===== src/hw/led_matrix_pkg.sv =====
`default_nettype none

package led_matrix_pkg;

	// ~~~~~~~~~~~~~~~~~~~~~~~~~~~~~~~~~~~~~~~~~~~~~~~~~~~~~~~~~~~~~~~~~~~~~~~~~~~~
	// panel geometry
	// ~~~~~~~~~~~~~~~~~~~~~~~~~~~~~~~~~~~~~~~~~~~~~~~~~~~~~~~~~~~~~~~~~~~~~~~~~~~~
	localparam int PANEL_COLUMNS = 64;  // pixels per shifted row
	localparam int ROW_PAIRS = 16;      // upper and lower half scanned together
	localparam int COLOR_BITS = 6;      // binary coded brightness per color

	typedef logic [$clog2(PANEL_COLUMNS)-1:0] column_t;  // 0 to 63
	typedef logic [$clog2(ROW_PAIRS)-1:0] row_t;         // row pair 0 to 15

	// half select, then row pair, then column
	typedef logic [$bits(row_t)+$bits(column_t):0] pixel_addr_t;

	// red on top, blue at the bottom
	typedef logic [3*COLOR_BITS-1:0] pixel_t;

	// one-hot, bit k selects plane k
	typedef logic [COLOR_BITS-1:0] plane_mask_t;

	// ~~~~~~~~~~~~~~~~~~~~~~~~~~~~~~~~~~~~~~~~~~~~~~~~~~~~~~~~~~~~~~~~~~~~~~~~~~~~
	// plane timing
	// ~~~~~~~~~~~~~~~~~~~~~~~~~~~~~~~~~~~~~~~~~~~~~~~~~~~~~~~~~~~~~~~~~~~~~~~~~~~~
	typedef logic [9:0] oe_count_t;  // holds up to 736 for plane 5

	localparam oe_count_t OE_BASE = 10'd23;        // lit cycles of plane 0
	localparam oe_count_t OVERLAP_START = 10'd67;  // enable count that holds off the next shift

	localparam plane_mask_t PLANE_FIRST = 6'b100000;  // msb plane shifted first
	localparam plane_mask_t PLANE_LAST = 6'b000001;   // lsb plane ends the row

endpackage

`default_nettype wire


===== src/hw/scan_if.sv =====
`timescale 1ns/1ns
`default_nettype none

// scan position shared by the sequencer, the memory and the selector
interface scan_if;
	import led_matrix_pkg::*;

	column_t column;     // column being fetched
	row_t row;           // row pair being shifted
	plane_mask_t plane;  // brightness plane being shifted
	logic load;          // pixel load window

	// sequencer side
	modport source (
		output column,
		output row,
		output plane,
		output load
	);

	// memory only needs the address
	modport mem (
		input column,
		input row
	);

	// selector needs the plane and the window
	modport sel (
		input plane,
		input load
	);

endinterface

`default_nettype wire


===== src/hw/pixel_select.sv =====
`timescale 1ns/1ns
`default_nettype none

module pixel_select (
	input wire clk_in,
	input wire reset,
	scan_if.sel scan,
	input wire led_matrix_pkg::pixel_t upper,
	input wire led_matrix_pkg::pixel_t lower,
	output logic r0,
	output logic g0,
	output logic b0,
	output logic r1,
	output logic g1,
	output logic b1
);
	import led_matrix_pkg::*;

	plane_mask_t plane_d;    // plane matching the memory output
	logic [2:0] upper_bits;  // r g b of the upper half
	logic [2:0] lower_bits;  // r g b of the lower half

	// set if the color has the selected plane bit
	function automatic logic plane_bit(input logic [COLOR_BITS-1:0] color,
			input plane_mask_t mask);
		return |(color & mask);
	endfunction

	// memory read takes one cycle
	always_ff @(posedge clk_in or posedge reset) begin
		if (reset) begin
			plane_d <= '0;
		end else begin
			plane_d <= scan.plane;
		end
	end

	assign upper_bits = {
		plane_bit(upper[3*COLOR_BITS-1 -: COLOR_BITS], plane_d),  // red
		plane_bit(upper[2*COLOR_BITS-1 -: COLOR_BITS], plane_d),  // green
		plane_bit(upper[COLOR_BITS-1:0], plane_d)                 // blue
	};

	assign lower_bits = {
		plane_bit(lower[3*COLOR_BITS-1 -: COLOR_BITS], plane_d),
		plane_bit(lower[2*COLOR_BITS-1 -: COLOR_BITS], plane_d),
		plane_bit(lower[COLOR_BITS-1:0], plane_d)
	};

	// data changes on the falling edge, stable for the next pixel clock
	always_ff @(negedge clk_in or posedge reset) begin
		if (reset) begin
			{r0, g0, b0} <= 3'b000;
			{r1, g1, b1} <= 3'b000;
		end else if (scan.load) begin
			{r0, g0, b0} <= upper_bits;
			{r1, g1, b1} <= lower_bits;
		end else begin
			{r0, g0, b0} <= 3'b000;  // quiet between windows
			{r1, g1, b1} <= 3'b000;
		end
	end

endmodule

`default_nettype wire


===== src/flat_wrapper.sv =====
// flat-port wrapper written by rule: the top's interface ports become plain ports
module pixel_select_flat import led_matrix_pkg::*;
  (clk_in, reset, upper, lower, r0, g0, b0, r1, g1, b1, scan_plane, scan_load);
  scan_if scan_i ();
  input wire clk_in;
  input wire reset;
  input wire led_matrix_pkg::pixel_t upper;
  input wire led_matrix_pkg::pixel_t lower;
  output logic r0;
  output logic g0;
  output logic b0;
  output logic r1;
  output logic g1;
  output logic b1;
  input wire logic [$bits(scan_i.plane)-1:0] scan_plane;
  input wire logic [$bits(scan_i.load)-1:0] scan_load;
  assign scan_i.plane = scan_plane;
  assign scan_i.load = scan_load;
  pixel_select u_core (.clk_in(clk_in), .reset(reset), .scan(scan_i), .upper(upper), .lower(lower), .r0(r0), .g0(g0), .b0(b0), .r1(r1), .g1(g1), .b1(b1));
endmodule

===== config.mk =====
export PLATFORM = sky130hd
export DESIGN_NAME = pixel_select_flat
export DESIGN_NICKNAME = d
export VERILOG_FILES = /design/src/hw/led_matrix_pkg.sv /design/src/hw/scan_if.sv /design/src/hw/pixel_select.sv /design/src/flat_wrapper.sv
export SDC_FILE = /design/constraint.sdc
export NUM_CORES = 1
export LEC_CHECK = 0
export ABC_AREA = 1
export BUFFER_PORTS_ARGS = -buffer_cell sky130_fd_sc_hd__buf_4
export CORE_MARGIN = 2
export CORE_UTILIZATION = 39
export CTS_CLUSTER_DIAMETER = 150
export DETAILED_ROUTE_END_ITERATION = 10
export PLACE_DENSITY = 0.84
export REMOVE_ABC_BUFFERS = 1
export SLEW_MARGIN = 20
export SYNTH_ARGS = -nofsm -noshare
export SYNTH_HDL_FRONTEND = slang
export SYNTH_SLANG_ARGS = --single-unit

===== constraint.sdc =====
create_clock -name clk_in -period 1.85 [get_ports clk_in]
set_clock_uncertainty 0.05 [all_clocks]
set_input_delay 0.0925 -clock clk_in [delete_from_list [all_inputs] [get_ports clk_in]]
set_output_delay 0.0925 -clock clk_in [all_outputs]
set_load 0.005 [all_outputs]

**Yosys cells after proc, flatten, opt, wreduce, memory -nomap -nowiden**

Cells that the tools add are included.

- Output and inout bits: 6
- Register bits after elaboration: 12

- Bitwise logic cells: 6
- Reductions and logical operators: 6
- Mux-type cells: 6

Operators with widths:

| cell | count |
|---|---|
| 6-bit AND | 6 |
| 6-bit OR reduction | 6 |
| 1-bit 2-to-1 mux | 6 |

**Logic depth before layout (Yosys ltp)**

Gate-level depths: netlist of run 1.

- Word-level depth: 3
- Gate-level depth with buffers: 4

==> run metrics, run 1 <==
CTS tree=yes; port bufs=50; Reg-to-Reg Start=u_core.plane_d[3]; drt via density=4.62; Hold Path Class=in2async; H-tree Lvls=1; Reg clk slew, reported paths=0.07 ns; critical path launch point type=flop; placed inst area=980 sq um; RSZ-0062 raised after global routing=yes; first-pass GRT wire length=3130 um; Setup Buffers After CTS=0; final wirelength=1820 um; Max Cap Viol=0; setup tns final=-0.167 ns; Synth Register Bits=12; largest net degree at the start of global routing=13; Max FO, Critical Path=6; Power Density=565 nW/um^2; Net Switching=156 uW; outcome=complete, but fails checks; routability cong.=0.731; max-slew violations=0; Combinational Power Share=0.254; Layout area overhead=88.2%; Die X=42.8 um; Mapped Area=586 sq um; Initial DRT Pass Iterations=4; Lkg Pwr=0.000645 uW; final instance area=1100 sq um; share of cells above drive strength 1=0.435; post-synth cell types=6; failing checks=setup timing; via count=749; GRT Util Overall=0.227; Sequential Power Share=0.476; setup slack, reg-to-reg=-0.04 ns; worst skew pair latency=0.27 ns; Layout Cells excl Fill=162; crit end category=flop; ANT nets after route=0; NumNets Final=193; WS Path Type=reg2reg; Diodes inserted=0; Die Area=1830 sq um; Final WS setup=-0.0447 ns; vias in the first global route=786; initial drt markers=8; synthesized area per cell=6.81 sq um; grt total ovfl=0; root buffer cell=clkbuf_4; worst r2r path cells=4; ranking of synthesized cells by area=nand2_1, dfrtn_1, dfrtp_1; TritonCTS buffer count=3; clock power share=0.270; Die H=42.8 um; leading area contributor after synthesis=nand2_1; Switching Share=0.250; yosys warns=0; post-detail-place hpwl=1410 um; detailed-route DRC error count=0; sequential area share after synthesis=0.513; maximum vdd drop=0.000538 V; Max Buffers Root-to-Sink=2; Int Pwr=468 uW; initial antenna violation count=0; total power draw=623 uW; clock sinks=12; Crit path arrival time=1.04 ns; Placeable Area=1350 sq um; CP required=1.00 ns; Boundary Pins=51; initial core utilization=0.434; Synth top area share=0.346; reg-to-reg endpoint=u_core.g1; Routed WL per cell=11.2 um; worst slew pin tran=0.446 ns; Final Hold Viols=0; Slew headroom=0.702; cell count after placement=151; Post-Syn Instances=86; num rows=13; endpoints failing setup=6
cell usage after synthesis:
| cell | instances |
|---|---|
| a21oi_1 | 6 |
| dfrtn_1 | 6 |
| dfrtp_1 | 6 |
| inv_1 | 8 |
| nand2_1 | 54 |
| nor2_1 | 6 |
worst max-delay path, stage by stage, from the launching register on:
cell and delay [ns]:
dfrtp_1 0.44, nand2_1 0.09, nand2_1 0.06, nor2_2 0.11, a21oi_1 0.06
layout make-up:
cell class | instances | area (sq um)
timing repair buffer | 57 | 449
sequential | 12 | 305
multi-input combinational | 66 | 273
fill | 99 | 248
inverter | 8 | 30.0
clock buffer | 4 | 26.3
tap | 15 | 18.8
layout by cell type (no fill, tap or decap), drive strengths merged:
master / synthesis / final
nand2: 54 / 54
buf: 0 / 50
inv: 8 / 8
dlygate4sd3: 0 / 7
a21oi: 6 / 6
dfrtn: 6 / 6
nor2: 6 / 6
dfrtp: 6 / 6
clkbuf: 0 / 4
cells by family (layout without fill, tap and decap cells):
kind of cell           after synthesis  count (layout)  share of synthesized area
buffers and inverters                8              69                     0.0513
flip-flops                          12              12                      0.513
AND/OR/NAND/NOR                     60              60                      0.385
AO/OA/AOI/OAI                        6               6                     0.0513
worst max-delay path by stage:
stage / start / endpoint / slack, ns / cells after the start
2_1_floorplan: u_core.plane_d[0] / u_core.g1 / 0.06 / 4
3_3_place_gp: u_core.plane_d[0] / u_core.g0 / -0.06 / 4
3_5_place_dp: u_core.plane_d[0] / u_core.g1 / -0.07 / 4
4_1_cts: u_core.plane_d[3] / u_core.g1 / -0.05 / 4
5_1_grt: u_core.plane_d[0] / u_core.b1 / -0.10 / 4
6_report: u_core.plane_d[3] / u_core.g1 / -0.04 / 4
repair_timing:
action                                  4_1_cts  5_1_grt
endpoints found under the setup margin        6       10
pin swaps                                    10        2
endpoints found under the hold margin        12        0
resized for setup                             4        8
hold buffers                                  7        0
state kept, by name (all words and copies together), names as in the netlist:
name            count
u_core.r1           1
u_core.b1           1
u_core.plane_d      6
u_core.b0           1
u_core.r0           1
u_core.g0           1
u_core.g1           1
metal layers:
metal / wire [um] / GRT usage / vias up
met1: 678 / 0.237 / 342
li1: - / - / 377
met2: 1020 / 0.427 / 26
met5: 0 / 0 / -
met3: 104 / 0.0638 / 4
met4: 19 / 0.0750 / 0
power groups by stage:
| stage | Combinational, uW | Clock [uW] | Sequential, uW |
|---|---|---|---|
| 2_1_floorplan | 45.4 | 0 | 297 |
| 3_3_place_gp | 139 | 0 | 298 |
| 3_5_place_dp | 141 | 0 | 299 |
| 4_1_cts | 155 | 175 | 295 |
| 5_1_grt | 175 | 182 | 300 |
| 6_report | 158 | 168 | 297 |
stage by stage:
stage                     utilization  worst slack (ns)  hold slack [ns]
after CTS                       0.802           -0.0510            0.329
final                           0.816           -0.0447            0.337
after global routing            0.816            -0.104            0.370
after global placement          0.726           -0.0557           0.0629
after detailed placement        0.726           -0.0698           0.0727
after floorplan                     -            0.0573          -0.0929
Note: power is estimated with default switching activity, not from simulation.
==> inputs of run 2 (changes only) <==
--- a/config.mk
+++ b/config.mk
@@ -7,11 +7,13 @@
 export LEC_CHECK = 0
 export ABC_AREA = 1
 export BUFFER_PORTS_ARGS = -buffer_cell sky130_fd_sc_hd__buf_4
+export CAP_MARGIN = 25
 export CORE_MARGIN = 2
 export CORE_UTILIZATION = 39
 export CTS_CLUSTER_DIAMETER = 150
 export DETAILED_ROUTE_END_ITERATION = 10
-export PLACE_DENSITY = 0.84
+export GPL_TIMING_DRIVEN = 0
+export PLACE_DENSITY = 0.82
 export REMOVE_ABC_BUFFERS = 1
 export SLEW_MARGIN = 20
 export SYNTH_ARGS = -nofsm -noshare
==> run 2 against run 1 <==
Effect of this change: non-clock buffer count did not move; worst hold slack got worse by 0.019 ns; count of clock-buffer cells in the layout did not move; register-to-register slack got worse by 0.04 ns; largest cell class unchanged; the run still ends with setup timing left; critical path depth did not move; sequential cell count did not move; final cell count did not move.
==> run metrics, run 2 (same netlist as run 1, synthesis figures left out) <==
outcome=complete, but fails checks; failing checks=setup timing; final instance area=1090 sq um (-0.68%); Layout area overhead=87.0%; largest net degree at the start of global routing=13 (unchanged); vias in the first global route=782 (-0.51%); most frequent cells in the layout=nand2_1, buf_4, inv_1; Largest register FFs=6 (unchanged); Reg-to-Reg Start=u_core.plane_d[0]; Placeable Area=1350 sq um (unchanged); first-pass GRT wire length=3080 um (-1.3%); NumNets Final=193 (unchanged); CTS tree=yes; routed wl met3=115 um (+11%); Reg clk slew, reported paths=0.08 ns (about the same); Max FO, Critical Path=6 (unchanged); Setup Buffers After CTS=0 (unchanged); top sig layer=met4; maximum vdd drop=0.000628 V (+17%); delay-heaviest family, CP=flip-flops; Diodes inserted=0 (unchanged); crit path cell chain=nand2_1 > nand2_1 > nor2_1 > a21oi_1; Critical Path Max Stage Delay=0.46 ns (+0.02 ns); WS Path Type=reg2reg; Die Area=1830 sq um (unchanged); drt via density=4.69 (+1.5%); Initial DRT Pass Iterations=4 (unchanged); reg-to-reg endpoint=u_core.g0; commonest non-fill, non-tap cell in the layout=nand2_1; worst skew pair latency=0.27 ns (about the same); Max Cap Viol=0 (unchanged); initial antenna violation count=0 (unchanged); slowest CP cell=dfrtp_2; root buffer cell=clkbuf_4; total power draw=660 uW (+5.9%); Lkg Pwr=0.000650 uW (+0.76%); H-tree Lvls=1 (unchanged); post-detail-place hpwl=1360 um (-3.3%); endpoints failing setup=8 (+2); max-slew violations=0 (unchanged); Max Buffers Root-to-Sink=2 (unchanged); TritonCTS buffer count=3 (unchanged); grt total ovfl=0 (unchanged); Die X=42.8 um (unchanged); register area=304 sq um (-0.41%); final wirelength=1880 um (+3.1%); Slew headroom=0.703 (+0.000787); area used by multi-input combinational logic=260 sq um (-4.6%); critical path launch point type=flop; port bufs=50 (unchanged); ANT nets after route=0 (unchanged); CP Buf/Inv Count=0 (unchanged); routability cong.=0.697 (-4.7%); num rows=13 (unchanged); setup slack, reg-to-reg=-0.08 ns (-0.04 ns); Met1 Wirelength=637 um (-6.0%); Power Density=603 nW/um^2 (+6.6%); Routed WL per cell=11.6 um (+3.1%); initial drt markers=11 (+3); via count=760 (+1.5%); crit end category=flop; detailed-route DRC error count=0 (unchanged); placed inst area=980 sq um (unchanged); CP most frequent cell=nand2_1; Final WS setup=-0.0838 ns (-0.0391 ns); worst r2r path cells=4 (unchanged); GRT Util Overall=0.224 (-0.00306); Boundary Pins=51 (unchanged); Hold Path Class=in2async; RSZ-0062 raised after global routing=yes; clock sinks=12 (unchanged); worst slew pin tran=0.445 ns (-0.00118 ns); largest register by flop count=u_core.plane_d; share of cells above drive strength 1=0.401 (-0.0340); met2 wire length=1110 um (+8.5%); Die H=42.8 um (unchanged); fill count=97 (-2.0%); Crit path arrival time=1.08 ns (+0.04 ns); initial core utilization=0.434 (unchanged); Final Hold Viols=0 (unchanged); CP required=1.00 ns (about the same)
## run 2: cell count changes in the layout (fill, tap and decap cells not counted)
cell | previous run | this run
buf_4 | 49 | 50
buf_6 | 1 | 0
clkbuf_1 | 1 | 0
clkbuf_8 | 0 | 1
dfrtp_1 | 2 | 3
dfrtp_2 | 4 | 3
nand2_1 | 49 | 53
nand2_2 | 5 | 1
nor2_1 | 4 | 5
nor2_2 | 2 | 1
## run 2: metal layers
layer / track usage / up-vias
li1: - / 378
met1: 0.212 / 346
met2: 0.461 / 34
met3: 0.0426 / 2
met4: 0.0750 / 0
met5: 0 / -
## run 2: cell type report
type                            instances  area share
Timing Repair Buffer                   57       0.407
Sequential cell                        12       0.278
Multi-Input combinational cell         66       0.238
Clock buffer                            4      0.0331
Inverter                                8      0.0274
Tap cell                               15      0.0171
## run 2: metrics by stage
| step | instances | utilization | setup TNS, ns | setup WS (ns) | hold WS [ns] |
|---|---|---|---|---|---|
| 6_report | 162 | 0.811 | -0.253 | -0.0838 | 0.318 |
| 5_1_grt | 162 | 0.811 | -0.703 | -0.116 | 0.356 |
| 4_1_cts | 162 | 0.805 | -0.142 | -0.0452 | 0.318 |
| 3_5_place_dp | 151 | 0.726 | -0.136 | -0.0530 | 0.0750 |
| 3_3_place_gp | 151 | 0.726 | -0.0753 | -0.0495 | 0.0619 |
| 2_1_floorplan | 86 | - | 0 | 0.0573 | -0.0929 |
## run 2: worst max-delay path by stage
stage / start / end / slack [ns] / cells after the start
floorplan: u_core.plane_d[0] / u_core.g1 / 0.06 / 4
global placement: u_core.plane_d[0] / u_core.g1 / -0.05 / 4
detailed placement: u_core.plane_d[0] / u_core.g1 / -0.05 / 4
CTS: u_core.plane_d[1] / u_core.r1 / -0.05 / 4
global route: u_core.plane_d[0] / u_core.g0 / -0.12 / 4
finish: u_core.plane_d[0] / u_core.g0 / -0.08 / 4
## run 2: power by group
| part | internal [uW] | switching (uW) | total, uW |
|---|---|---|---|
| clock network | 120 | 87.9 | 208 |
| logic | 100 | 56.0 | 156 |
| registers | 281 | 14.8 | 296 |
## run 2: what timing repair did
| action | CTS | global route |
|---|---|---|
| hold endpoints to repair | 12 | 0 |
| pin swaps | 11 | 1 |
| endpoints found under the setup margin | 10 | 12 |
| resized for setup | 1 | 4 |
| hold buffers | 7 | 0 |
## run 2: tightest hold or removal path, cell delays in order
cell and delay, ns:
dlygate4sd3_1 0.53, buf_4 0.13, inv_1 0.33
