`config.mk`:
```
export PLATFORM = sky130hd
export DESIGN_NAME = matrix_scan_flat
export DESIGN_NICKNAME = d
export VERILOG_FILES = /design/src/hw/led_matrix_pkg.sv /design/src/hw/scan_if.sv /design/src/hw/timeout.sv /design/src/hw/matrix_scan.sv /design/src/flat_wrapper.sv
export SDC_FILE = /design/constraint.sdc
export NUM_CORES = 1
export LEC_CHECK = 0
export BUFFER_PORTS_ARGS = -buffer_cell sky130_fd_sc_hd__buf_4
export CAP_MARGIN = 20
export CORE_AREA = 2 2 88 90
export DETAILED_ROUTE_END_ITERATION = 8
export DIE_AREA = 0 0 90 92
export GPL_TIMING_DRIVEN = 0
export PLACE_DENSITY_LB_ADDON = 0.12
export SLEW_MARGIN = 20
export SYNTH_ARGS = -nofsm -noshare
export SYNTH_HDL_FRONTEND = slang
export SYNTH_SLANG_ARGS = --single-unit
```
`constraint.sdc`:
```
create_clock -name clk_in -period 2.7 [get_ports clk_in]
set_input_delay 0.135 -clock clk_in [delete_from_list [all_inputs] [get_ports clk_in]]
set_output_delay 0.135 -clock clk_in [all_outputs]
set_load 0.05 [all_outputs]
```
`src/hw/led_matrix_pkg.sv`:
```
`default_nettype none

package led_matrix_pkg;

	// ~~~~~~~~~~~~~~~~~~~~~~~~~~~~~~~~~~~~~~~~~~~~~~~~~~~~~~~~~~~~~~~~~~~~~~~~~~~~
	// panel geometry
	// ~~~~~~~~~~~~~~~~~~~~~~~~~~~~~~~~~~~~~~~~~~~~~~~~~~~~~~~~~~~~~~~~~~~~~~~~~~~~
	localparam int PANEL_COLUMNS = 64;  // pixels per shifted row
	localparam int ROW_PAIRS = 16;      // upper and lower half scanned together
	localparam int COLOR_BITS = 6;      // binary coded brightness per color

	typedef logic [$clog2(PANEL_COLUMNS)-1:0] column_t;  // 0 to 63
	typedef logic [$clog2(ROW_PAIRS)-1:0] row_t;         // row pair 0 to 15

	// half select, then row pair, then column
	typedef logic [$bits(row_t)+$bits(column_t):0] pixel_addr_t;

	// red on top, blue at the bottom
	typedef logic [3*COLOR_BITS-1:0] pixel_t;

	// one-hot, bit k selects plane k
	typedef logic [COLOR_BITS-1:0] plane_mask_t;

	// ~~~~~~~~~~~~~~~~~~~~~~~~~~~~~~~~~~~~~~~~~~~~~~~~~~~~~~~~~~~~~~~~~~~~~~~~~~~~
	// plane timing
	// ~~~~~~~~~~~~~~~~~~~~~~~~~~~~~~~~~~~~~~~~~~~~~~~~~~~~~~~~~~~~~~~~~~~~~~~~~~~~
	typedef logic [9:0] oe_count_t;  // holds up to 736 for plane 5

	localparam oe_count_t OE_BASE = 10'd23;        // lit cycles of plane 0
	localparam oe_count_t OVERLAP_START = 10'd67;  // enable count that holds off the next shift

	localparam plane_mask_t PLANE_FIRST = 6'b100000;  // msb plane shifted first
	localparam plane_mask_t PLANE_LAST = 6'b000001;   // lsb plane ends the row

endpackage

`default_nettype wire

```
`src/hw/scan_if.sv`:
```
`timescale 1ns/1ns
`default_nettype none

// scan position shared by the sequencer, the memory and the selector
interface scan_if;
	import led_matrix_pkg::*;

	column_t column;     // column being fetched
	row_t row;           // row pair being shifted
	plane_mask_t plane;  // brightness plane being shifted
	logic load;          // pixel load window

	// sequencer side
	modport source (
		output column,
		output row,
		output plane,
		output load
	);

	// memory only needs the address
	modport mem (
		input column,
		input row
	);

	// selector needs the plane and the window
	modport sel (
		input plane,
		input load
	);

endinterface

`default_nettype wire

```
`src/hw/timeout.sv`:
```
`timescale 1ns/1ns
`default_nettype none

module timeout #(
	parameter int COUNTER_WIDTH = 8
) (
	input wire clk_in,
	input wire reset,
	input wire start,
	input wire [COUNTER_WIDTH-1:0] value,
	output logic [COUNTER_WIDTH-1:0] counter,
	output logic running
);

	logic start_prev;  // start level seen on the last edge
	logic start_edge;

	// a start already high when reset lifts is not an edge
	assign start_edge = start && !start_prev;

	always_ff @(posedge clk_in or posedge reset) begin
		if (reset) begin
			start_prev <= 1'b1;
			counter <= '0;
		end else begin
			start_prev <= start;
			if (start_edge) begin
				counter <= value;  // reload even if still running
			end else if (counter != '0) begin
				counter <= counter - 1'b1;  // count down and park at zero
			end
		end
	end

	assign running = counter != '0;  // value cycles high per start

endmodule

`default_nettype wire

```
`src/hw/matrix_scan.sv`:
```
`timescale 1ns/1ns
`default_nettype none

module matrix_scan #(
	parameter int COLUMNS = led_matrix_pkg::PANEL_COLUMNS
) (
	input wire clk_in,
	input wire reset,
	scan_if.source scan,
	output logic clk_pixel,
	output logic row_latch,
	output logic output_enable,
	output led_matrix_pkg::row_t row_address
);
	import led_matrix_pkg::*;

	localparam int LOAD_BITS = $clog2(COLUMNS + 1);  // room for COLUMNS itself

	logic [1:0] state;              // last two state_advance samples
	logic state_advance;            // next plane may be shifted
	logic clk_state;                // advance held for two clocks
	logic column_start;             // same condition one cycle earlier
	logic clk_pixel_load_en;        // load window
	logic clk_pixel_en;             // load window half a cycle later
	logic [1:0] row_latch_state;    // load window history on falling edges
	column_t column_address;
	row_t row_shift;                // row pair being shifted
	plane_mask_t brightness_mask;   // plane being shifted
	plane_mask_t brightness_mask_active;  // plane on the LEDs now
	oe_count_t brightness_timeout;  // enable length of the active plane
	oe_count_t brightness_counter;  // enable cycles left

	// ~~~~~~~~~~~~~~~~~~~~~~~~~~~~~~~~~~~~~~~~~~~~~~~~~~~~~~~~~~~~~~~~~~~~~~~~~~~~
	// shift window
	// ~~~~~~~~~~~~~~~~~~~~~~~~~~~~~~~~~~~~~~~~~~~~~~~~~~~~~~~~~~~~~~~~~~~~~~~~~~~~
	always_ff @(posedge clk_in or posedge reset) begin
		if (reset) begin
			state <= 2'b00;
		end else begin
			state <= {state[0], state_advance};
		end
	end

	assign clk_state = state == 2'b11;
	// state becomes 11 on the next edge, so the column leads the load window
	// by one cycle and covers the memory read latency
	assign column_start = state[0] && state_advance;

	timeout #(
		.COUNTER_WIDTH(LOAD_BITS)
	) timeout_load (
		.clk_in(clk_in),
		.reset(reset),
		.start(clk_state),
		.value(LOAD_BITS'(COLUMNS)),  // one cycle per column
		.counter(),
		.running(clk_pixel_load_en)
	);

	timeout #(
		.COUNTER_WIDTH($bits(column_t))
	) timeout_column (
		.clk_in(clk_in),
		.reset(reset),
		.start(column_start),
		.value(column_t'(COLUMNS - 1)),  // counts down to 0 and parks
		.counter(column_address),
		.running()
	);

	// pixel clock enable and latch history move on the falling edge
	always_ff @(negedge clk_in or posedge reset) begin
		if (reset) begin
			clk_pixel_en <= 1'b0;  // panel clock quiet
			row_latch_state <= 2'b00;
		end else begin
			clk_pixel_en <= clk_pixel_load_en;
			row_latch_state <= {row_latch_state[0], clk_pixel_load_en};
		end
	end

	assign clk_pixel = clk_in && clk_pixel_en;  // gated clk_in rising between data changes
	assign row_latch = row_latch_state == 2'b10;  // one cycle after the last column

	// ~~~~~~~~~~~~~~~~~~~~~~~~~~~~~~~~~~~~~~~~~~~~~~~~~~~~~~~~~~~~~~~~~~~~~~~~~~~~
	// enable window
	// ~~~~~~~~~~~~~~~~~~~~~~~~~~~~~~~~~~~~~~~~~~~~~~~~~~~~~~~~~~~~~~~~~~~~~~~~~~~~
	always_comb begin
		case (brightness_mask_active)
			6'b000001: brightness_timeout = OE_BASE;
			6'b000010: brightness_timeout = OE_BASE << 1;
			6'b000100: brightness_timeout = OE_BASE << 2;
			6'b001000: brightness_timeout = OE_BASE << 3;
			6'b010000: brightness_timeout = OE_BASE << 4;
			6'b100000: brightness_timeout = OE_BASE << 5;  // 736
			default: brightness_timeout = '0;  // nothing latched yet
		endcase
	end

	timeout #(
		.COUNTER_WIDTH($bits(oe_count_t))
	) timeout_output_enable (
		.clk_in(clk_in),
		.reset(reset),
		.start(~row_latch),  // fires as the latch pulse ends
		.value(brightness_timeout),
		.counter(brightness_counter),
		.running(output_enable)
	);

	// hold off the next shift near the end of a long window
	assign state_advance = !output_enable || (brightness_counter > OVERLAP_START);

	// ~~~~~~~~~~~~~~~~~~~~~~~~~~~~~~~~~~~~~~~~~~~~~~~~~~~~~~~~~~~~~~~~~~~~~~~~~~~~
	// plane and row stepping
	// ~~~~~~~~~~~~~~~~~~~~~~~~~~~~~~~~~~~~~~~~~~~~~~~~~~~~~~~~~~~~~~~~~~~~~~~~~~~~
	always_ff @(posedge clk_in or posedge reset) begin
		if (reset) begin
			brightness_mask <= PLANE_FIRST;  // first shift is plane 5 of row 0
			brightness_mask_active <= '0;
			row_shift <= '0;
			row_address <= '0;
		end else if (row_latch) begin
			brightness_mask_active <= brightness_mask;  // shifted plane goes live
			row_address <= row_shift;
			if (brightness_mask == PLANE_LAST) begin
				brightness_mask <= PLANE_FIRST;
				row_shift <= row_shift + 1'b1;  // wraps 15 to 0
			end else begin
				brightness_mask <= brightness_mask >> 1;
			end
		end
	end

	assign scan.column = column_address;
	assign scan.row = row_shift;
	assign scan.plane = brightness_mask;
	assign scan.load = clk_pixel_load_en;

endmodule

`default_nettype wire

```
`src/flat_wrapper.sv`:
```
// flat-port wrapper written by rule: the top's interface ports become plain ports
module matrix_scan_flat import led_matrix_pkg::*;
#(
	parameter int COLUMNS = led_matrix_pkg::PANEL_COLUMNS
)
  (clk_in, reset, clk_pixel, row_latch, output_enable, row_address, scan_column, scan_row, scan_plane, scan_load);
  scan_if scan_i ();
  input wire clk_in;
  input wire reset;
  output logic clk_pixel;
  output logic row_latch;
  output logic output_enable;
  output led_matrix_pkg::row_t row_address;
  output wire logic [$bits(scan_i.column)-1:0] scan_column;
  output wire logic [$bits(scan_i.row)-1:0] scan_row;
  output wire logic [$bits(scan_i.plane)-1:0] scan_plane;
  output wire logic [$bits(scan_i.load)-1:0] scan_load;
  assign scan_column = scan_i.column;
  assign scan_row = scan_i.row;
  assign scan_plane = scan_i.plane;
  assign scan_load = scan_i.load;
  matrix_scan #(.COLUMNS(COLUMNS)) u_core (.clk_in(clk_in), .reset(reset), .scan(scan_i), .clk_pixel(clk_pixel), .row_latch(row_latch), .output_enable(output_enable), .row_address(row_address));
endmodule
```
### Word level (Yosys, flattened, before mapping)

Cells that the tools add are included.
W data, S select, Z words.

* reduce and logical (&&, ||, !) cells: 17
* magnitude comparators: 1
* equality and inequality tests: 9
* divide/modulo/power cells: 0
* shift operators: 0
* add/subtract/negate cells: 4
* multiply operators: 0
* bitwise gates (word level): 1
* multiplexer cells: 8

Operators by type and width (number)
* $pmux W10 S6: 1
* $mux W10: 2
* $mux W6: 3
* $mux W7: 2
* $eq A6 B1 Y1 const B: 2
* $gt A10 B7 Y1 const B: 1
* $reduce_bool A10 Y1: 1
* $sub A10 B1 Y10 const B: 1
* $reduce_bool A7 Y1: 1
* $sub A7 B1 Y7 const B: 1
* $eq A6 B2 Y1 const B: 1
* $eq A6 B3 Y1 const B: 1
* $eq A6 B4 Y1 const B: 1
* $eq A6 B5 Y1 const B: 1
* $eq A6 B6 Y1 const B: 1
* $reduce_bool A2 Y1: 3
* $reduce_bool A6 Y1: 1
* $sub A6 B1 Y6 const B: 1
* $logic_and A1 B1 Y1: 5
* $add A4 B1 Y4 const B: 1
* $eq A2 B2 Y1 const B: 2
* $logic_not A1 Y1: 4
* $reduce_and A2 Y1: 1
* $logic_or A1 B1 Y1: 1
* $not A1 Y1: 1

* memories kept: 0
* register bits: 51
* output and inout port bits: 24
* memory bits (read-only): 0
* latch bits: 0
* memory bits (writable): 0
* logic and storage cells: 53
* bits of input ports: 2

### Longest topological paths before layout

Gate-level depths: netlist (run 1).

* depth after elaboration: 6
* gate-level depth with buffers: 7
* gate-level depth less buffers: 7

### Modules after synthesis

Synthesis (run 1) repeated with hierarchy kept, for this count alone.

* cells, all modules: 295
* area total of the unflattened synthesis: 2766.4 sq um

By module, submodules not included
* matrix_scan: instances 1, area each 1203.7 sq um, cells an instance 128, sequential area each 601.8 sq um
* timeout at u_core.timeout_output_enable: instances 1, area each 634.4 sq um, cells an instance 65, sequential area each 276.5 sq um
* timeout at u_core.timeout_load: instances 1, area each 515.5 sq um, cells an instance 57, sequential area each 201.4 sq um
* timeout at u_core.timeout_column: instances 1, area each 412.9 sq um, cells an instance 45, sequential area each 176.4 sq um

==> results of run 1 <==
## synthesized netlist by cell type (5+ instances only)
library cell	number
xnor2_1	12
nor2_1	15
clkbuf_1	11
nand3_1	5
dfrtp_1	44
ha_1	5
inv_1	10
a21oi_1	8
nand2_1	55
nor3_1	9
o21ai_0	6
nand2b_1	6
## path summary, 6_finish.rpt
path,startpoint,end,slack [ns]
max in group asynchronous,reset,u_core.row_latch_state[1]$_DFF_NP0_,0.66
hold reg to reg,u_core.state[0]$_DFF_PP0_,u_core.state[1]$_DFF_PP0_,0.43
setup / recovery,u_core.row_latch_state[0]$_DFF_NP0_,row_latch,-0.10
min in group clk_in,u_core.state[0]$_DFF_PP0_,u_core.state[1]$_DFF_PP0_,0.43
setup reg to reg,u_core.row_latch_state[0]$_DFF_NP0_,u_core.timeout_output_enable.counter[3]$_DFFE_PP0P_,-0.09
hold / removal,reset,u_core.timeout_column.counter[1]$_DFFE_PP0P_,0.28
## state kept, by name (all words and copies together) (netlist names)
signal / flops
u_core.scan.plane: 6
u_core.timeout_output_enable.start_prev: 1
u_core.state: 2
u_core.timeout_column.counter: 6
u_core.timeout_column.start_prev: 1
u_core.timeout_load.counter: 7
u_core.brightness_mask_active: 6
u_core.scan.row: 4
u_core.timeout_output_enable.counter: 10
u_core.timeout_load.start_prev: 1
u_core.row_address: 4
u_core.row_latch_state: 2
## timing repair
item                                    CTS  global route
resized for setup                        20             7
endpoints found under the hold margin    17             0
pin swaps                                 3             1
endpoints found under the setup margin   27            24
hold buffers                              1             0
setup buffers                            14             3
## critical path, delay by kind of cell (launching register included)
family                 cells  cell delay [ns]
AND/OR/NAND/NOR            1             0.17
buffers and inverters      3             0.31
flip-flops                 1             0.42
## cells by family (layout without fill, tap and decap cells)
| family | count (synthesis) | in the layout |
|---|---|---|
| fa+ha+maj | 5 | 5 |
| compound gates | 33 | 33 |
| mux | 5 | 5 |
| flops | 50 | 50 |
| xor+xnor | 16 | 16 |
| buf+inv | 24 | 76 |
| simple gates | 128 | 128 |
## where the power goes
part	total, mW	switching (mW)	internal, mW
clock	0.743	0.352	0.391
sequential	0.749	0	0.749
combinational	0.0200	0.0151	0.00491
total	1.51	0.367	1.14
## cell type report
class / count / share of cell area [%]
buffer: 10 / 2.40
clock buffer: 11 / 4.72
clock inverter: 1 / 0.271
inverter: 11 / 1.51
multi-input combinational: 187 / 37.3
sequential: 50 / 38.8
tap: 102 / 3.95
timing repair buffer: 43 / 11.1
## metrics by stage
step / hold slack, ns / area [sq um] / setup slack (ns) / power [mW]
5_1_grt: 0.318 / 3230 / -0.170 / 1.59
3_3_place_gp: 0.338 / 2830 / -0.646 / 0.871
2_1_floorplan: 0.318 / 2520 / -0.113 / 0.842
3_5_place_dp: 0.175 / 2850 / -0.199 / 0.874
4_1_cts: 0.294 / 3200 / -0.199 / 1.54
6_report: 0.276 / 3230 / -0.103 / 1.51
## cell usage in the layout (no fill, tap or decap), drive strengths merged, types with 4 or more instances in the layout
cell type	netlist	routed
dfrtp	44	44
xnor2	12	12
nor3	10	10
xor2	4	4
nand2	55	55
o21ai	9	9
inv	11	11
ha	5	5
nor2	15	15
nand2b	6	6
and2	4	4
mux2i	4	4
buf	2	45
clkbuf	11	18
or3	4	4
a21oi	8	8
nand3	5	5
dfstp	4	4
nor4	5	5
nor3b	4	4
## metal layers
metal	track usage (%)	share of wire [%]
met5	0	0
met1	18.6	49
met4	5.77	1.5
met3	3.62	3.0
met2	23.0	47
==> flow_metrics.py, run 1 <==
metrics = {
    "status": {
        "outcome": "finished with violations",
        "violations": "setup timing",
    },
    "floorplan": {
        "die_area_sq_um": 8280,
        "num_rows": 32,
        "die_w_microns": 90,
        "core_sq_um": 7450,
        "start_util_pct": 33.5,
        "fp.dieH_microns": 92,
        "io_pins": 26,
    },
    "synth": {
        "synth_area_per_cell_sq_um": 9.55,
        "synthFlopType": "dfrtp_1",
        "ys_types": 51,
        "syn_nets": 268,
        "yosysTopAreaCellShare_pct": 44.2,
        "synth_edf_count": 0,
        "synth.area.mux_share_pct": 2.06,
        "ys_seq_elements": 50,
        "synth_xor_area_share_pct": 5.62,
        "synth_adder_area_share_pct": 2.51,
        "synth_top_family_by_area": "simple AND/OR/NAND/NOR gates",
        "synth-simple-area-share_pct": 26.5,
        "synthCells": 261,
        "synth_area_leaders": "dfrtp_1, nand2_1, dfstp_2",
        "yosys_warnings": 0,
        "netlist_area_sq_um": 2490,
        "synthArstFlopShare_pct": 100,
        "yosysSeqAreaShare_pct": 50.4,
        "synth-compound-area-share_pct": 8.99,
        "synth_top_area_cell": "dfrtp_1",
    },
    "worst_setup_path": {
        "crit_path_top_delay_cell": "dfrtn_1",
        "reg2reg_depth": 5,
        "path_class": "register to primary output",
        "path_cells": "nand2b_4 > inv_8 > clkbuf_16 > buf_12",
        "crit_fanout": 3,
        "cp-start-kind": "register",
        "slowest_delay_ns": 0.42,
        "critPathArrivalTime_ns": 2.67,
        "end_kind": "primary output",
        "crit_required_ns": 2.57,
    },
    "global_routing": {
        "overflow": 0,
        "antenna_found_initial": 0,
        "grt_usage_pct": 14.3,
        "grt_max_degree": 33,
        "grt_pass1_vias": 1928,
        "grt_pass1_wl_mm": 9.41,
    },
    "finish": {
        "area.sequential_sq_um": 1260,
        "drive_above_1_share_pct": 26.2,
        "final_cells": 415,
        "num-fill-cells": 755,
        "diodes": 0,
        "fin_util_pct": 43.4,
        "synthToLayoutAreaGrowth_pct": 29.8,
        "multi_input_area_sq_um": 1200,
        "nNetsFinal": 319,
    },
    "place": {
        "place.gp.congestion": 0.782,
        "placedCellCount": 389,
        "io_buffers": 25,
        "hpwlAfterDp_mm": 3.71,
    },
    "power": {
        "powerDensity_nw_per_um2": 468,
        "ir_worst_vdd_uv": 210,
        "leakage_nw": 1.58,
    },
    "sta": {
        "setup-violations-final": 5,
        "hold_viol_final": 0,
        "finalSetupTns_ns": -0.312,
        "worst_pin_slew_ns": 0.575,
        "rsz0062_at_grt": "true",
        "slew_headroom_pct": 61.1,
        "drv_slew": 0,
        "clock-skew-final_ns": 0.0159,
        "setup_ws_ns": -0.103,
    },
    "routing": {
        "routedWlPerCell_microns": 13.3,
        "drt_iter0_drc": 123,
        "via_per_inst": 4.76,
        "ant_nets": 0,
        "drc": 0,
        "first_pass_iters": 4,
        "finalWirelength_mm": 5.53,
        "vias": 1975,
    },
    "min_path": {
        "hold_class": "input port to asynchronous set/reset pin",
    },
    "clocking": {
        "tritoncts": "done",
        "clk_pin_slew_ns": 0.09,
        "clock_latency_ns": 0.42,
    },
    "flow_run": {
        "maxCapViolCount": 0,
    },
}
No activity file was read; power rests on OpenSTA's default activity.
==> inputs of run 2 (changes only) <==
ABC_CLOCK_PERIOD_IN_PS = 2400   (was not set)
clock period = 2.4 ns   (was 2.7 ns; I/O delays follow)
==> flow_metrics.py, run 2 (synthesis results as in run 1) <==
metrics = {
    "status": {
        "outcome": "finished with violations",
        "violations": "setup timing",
    },
    "routing": {
        "finalWirelength_mm": 5.37,
        "vias": 1990,
        "drt_iter0_drc": 102,
        "first_pass_iters": 4,
        "drc": 0,
        "ant_nets": 0,
        "via_per_inst": 4.77,
        "routedWlPerCell_microns": 12.9,
    },
    "worst_setup_path": {
        "cp_num_buf_inv": 3,
        "crit_required_ns": 2.28,
        "end_kind": "primary output",
        "timing.rr.start": "u_core.row_latch_state[0]$_DFF_NP0_",
        "cp-start-kind": "register",
        "rrSetupSlack_ns": -0.21,
        "path_class": "register to primary output",
        "critPathArrivalTime_ns": 2.51,
        "critPathLaunch": "u_core.row_latch_state[0]$_DFF_NP0_",
        "crit_cells": 4,
        "cp-endpoint": "row_latch",
        "crit_path_top_delay_cell": "dfrtn_1",
        "path_cells": "nand2b_4 > inv_8 > clkbuf_16 > buf_12",
        "r2r_end": "u_core.timeout_output_enable.counter[3]$_DFFE_PP0P_",
        "slowest_delay_ns": 0.41,
        "crit_family": "flip-flops",
        "crit_fanout": 4,
        "reg2reg_depth": 5,
    },
    "sta": {
        "slew_headroom_pct": 60.4,
        "drv_slew": 0,
        "holdWs_ns": 0.268,
        "clock-skew-final_ns": 0.0198,
        "setup-violations-final": 18,
        "rsz0062_at_grt": "true",
        "hold_viol_final": 0,
        "setup_ws_ns": -0.232,
        "worst_pin_slew_ns": 0.586,
    },
    "floorplan": {
        "io_pins": 26,
        "core_sq_um": 7450,
        "fp.dieH_microns": 92,
        "die_w_microns": 90,
        "num_rows": 32,
        "start_util_pct": 33.5,
        "die_area_sq_um": 8280,
    },
    "clocking": {
        "clock_latency_ns": 0.41,
        "tritoncts": "done",
        "clk_pin_slew_ns": 0.10,
    },
    "finish": {
        "num-fill-cells": 744,
        "drive_above_1_share_pct": 30.2,
        "nNetsFinal": 321,
        "top_regs": "u_core.timeout_output_enable.counter x10, u_core.timeout_load.counter x7",
        "final_common_cell": "nand2_1",
        "finalInstanceArea_sq_um": 3320,
        "final_cell_mix": "nand2_1, dfrtp_1, buf_4",
        "multi_input_area_sq_um": 1260,
        "synthToLayoutAreaGrowth_pct": 33.4,
        "largest_register_ffs": 10,
        "diodes": 0,
        "largest-register": "u_core.timeout_output_enable.counter",
        "area.sequential_sq_um": 1260,
        "final_cells": 417,
    },
    "place": {
        "dp_slack_ns": -0.272,
        "placedCellCount": 389,
        "dpl_cell_area_sq_um": 2920,
        "place.gp.congestion": 0.806,
        "hpwlAfterDp_mm": 3.68,
        "io_buffers": 25,
    },
    "power": {
        "finalPower_mw": 1.75,
        "combPwrFrac_pct": 1.3,
        "powerDensity_nw_per_um2": 526,
        "p_switching_mw": 0.412,
        "p_int_mw": 1.34,
        "leakage_nw": 1.60,
        "swShare_pct": 23.6,
        "p_clk_share_pct": 50.5,
        "ir_worst_vdd_uv": 355,
        "share_seq_of_total_power_pct": 48.2,
    },
    "global_routing": {
        "grt_pass1_wl_mm": 9.29,
        "grt_usage_pct": 14.0,
        "antenna_found_initial": 0,
        "overflow": 0,
        "grt_pass1_vias": 1973,
        "grt_max_degree": 33,
    },
    "flow_run": {
        "maxCapViolCount": 0,
    },
    "min_path": {
        "hold_class": "input port to asynchronous set/reset pin",
    },
}
-- run 2: cell types whose count changed in the layout (fill, tap and decap cells not counted), sizes merged --
| cell | delta |
|---|---|
| bufinv | +1 |
| clkinvlp | +1 |
| clkbuf | -1 |
| buf | +1 |
-- run 2: how the worst min path moves through the flow --
stage                                                         to  slack, ns  cells past startpoint
floorplan           u_core.brightness_mask_active[0]$_DFFE_PP0P_       0.16                      1
global placement             u_core.row_latch_state[1]$_DFF_NP0_       0.34                      0
detailed placement  u_core.timeout_column.counter[0]$_DFFE_PP0P_       0.16                      2
CTS                 u_core.timeout_column.counter[0]$_DFFE_PP0P_       0.27                      3
global route        u_core.timeout_column.counter[0]$_DFFE_PP0P_       0.28                      3
finish              u_core.timeout_column.counter[0]$_DFFE_PP0P_       0.27                      3
-- run 2: power by group through the flow --
stage	Combinational (mW)	Sequential (mW)	Clock, mW
final	0.0229	0.842	0.883
after global routing	0.0271	0.843	0.951
after CTS	0.0249	0.842	0.913
after detailed placement	0.0235	0.859	0.102
after global placement	0.0200	0.859	0.102
after floorplan	0.0126	0.859	0.0761
-- run 2: final cells by class --
type,count,share of cell area [%]
Timing Repair Buffer,45,11.2
Tap cell,102,3.84
Sequential cell,50,37.8
Clock inverter,3,1.32
Clock buffer,9,3.76
Multi-Input combinational cell,187,37.9
Buffer,10,2.63
Inverter,11,1.58
-- run 2: per-stage QoR --
step | setup TNS, ns | utilization (%)
final | -1.69 | 44.6
after global placement | -2.69 | 38.9
after detailed placement | -2.93 | 39.2
after global routing | -3.19 | 44.6
after floorplan | -0.577 | -
after CTS | -1.81 | 43.6
-- run 2: tightest hold or removal path, delay by kind of cell --
| family | cells | cell delay, ns |
|---|---|---|
| buffers and inverters | 3 | 0.98 |
-- run 2: routing by layer --
metal  track usage (%)  share of wire [%]  up-vias  routed length [microns]
met2              22.3                 47       35                     2530
met5                 0                  0        -                        0
met4              5.51               0.67        0                       36
met3              3.70                2.7        4                      147
li1                  -                  -     1003                        -
met1              18.4                 49      948                     2660
-- run 2: what timing repair did --
| item | CTS | global route |
|---|---|---|
| hold buffers | 1 | 0 |
| gates resized for setup | 17 | 13 |
| pin swaps | 6 | 5 |
| endpoints found under the hold margin | 17 | 0 |
| buffers inserted | 14 | 5 |
| endpoints found under the setup margin | 29 | 30 |
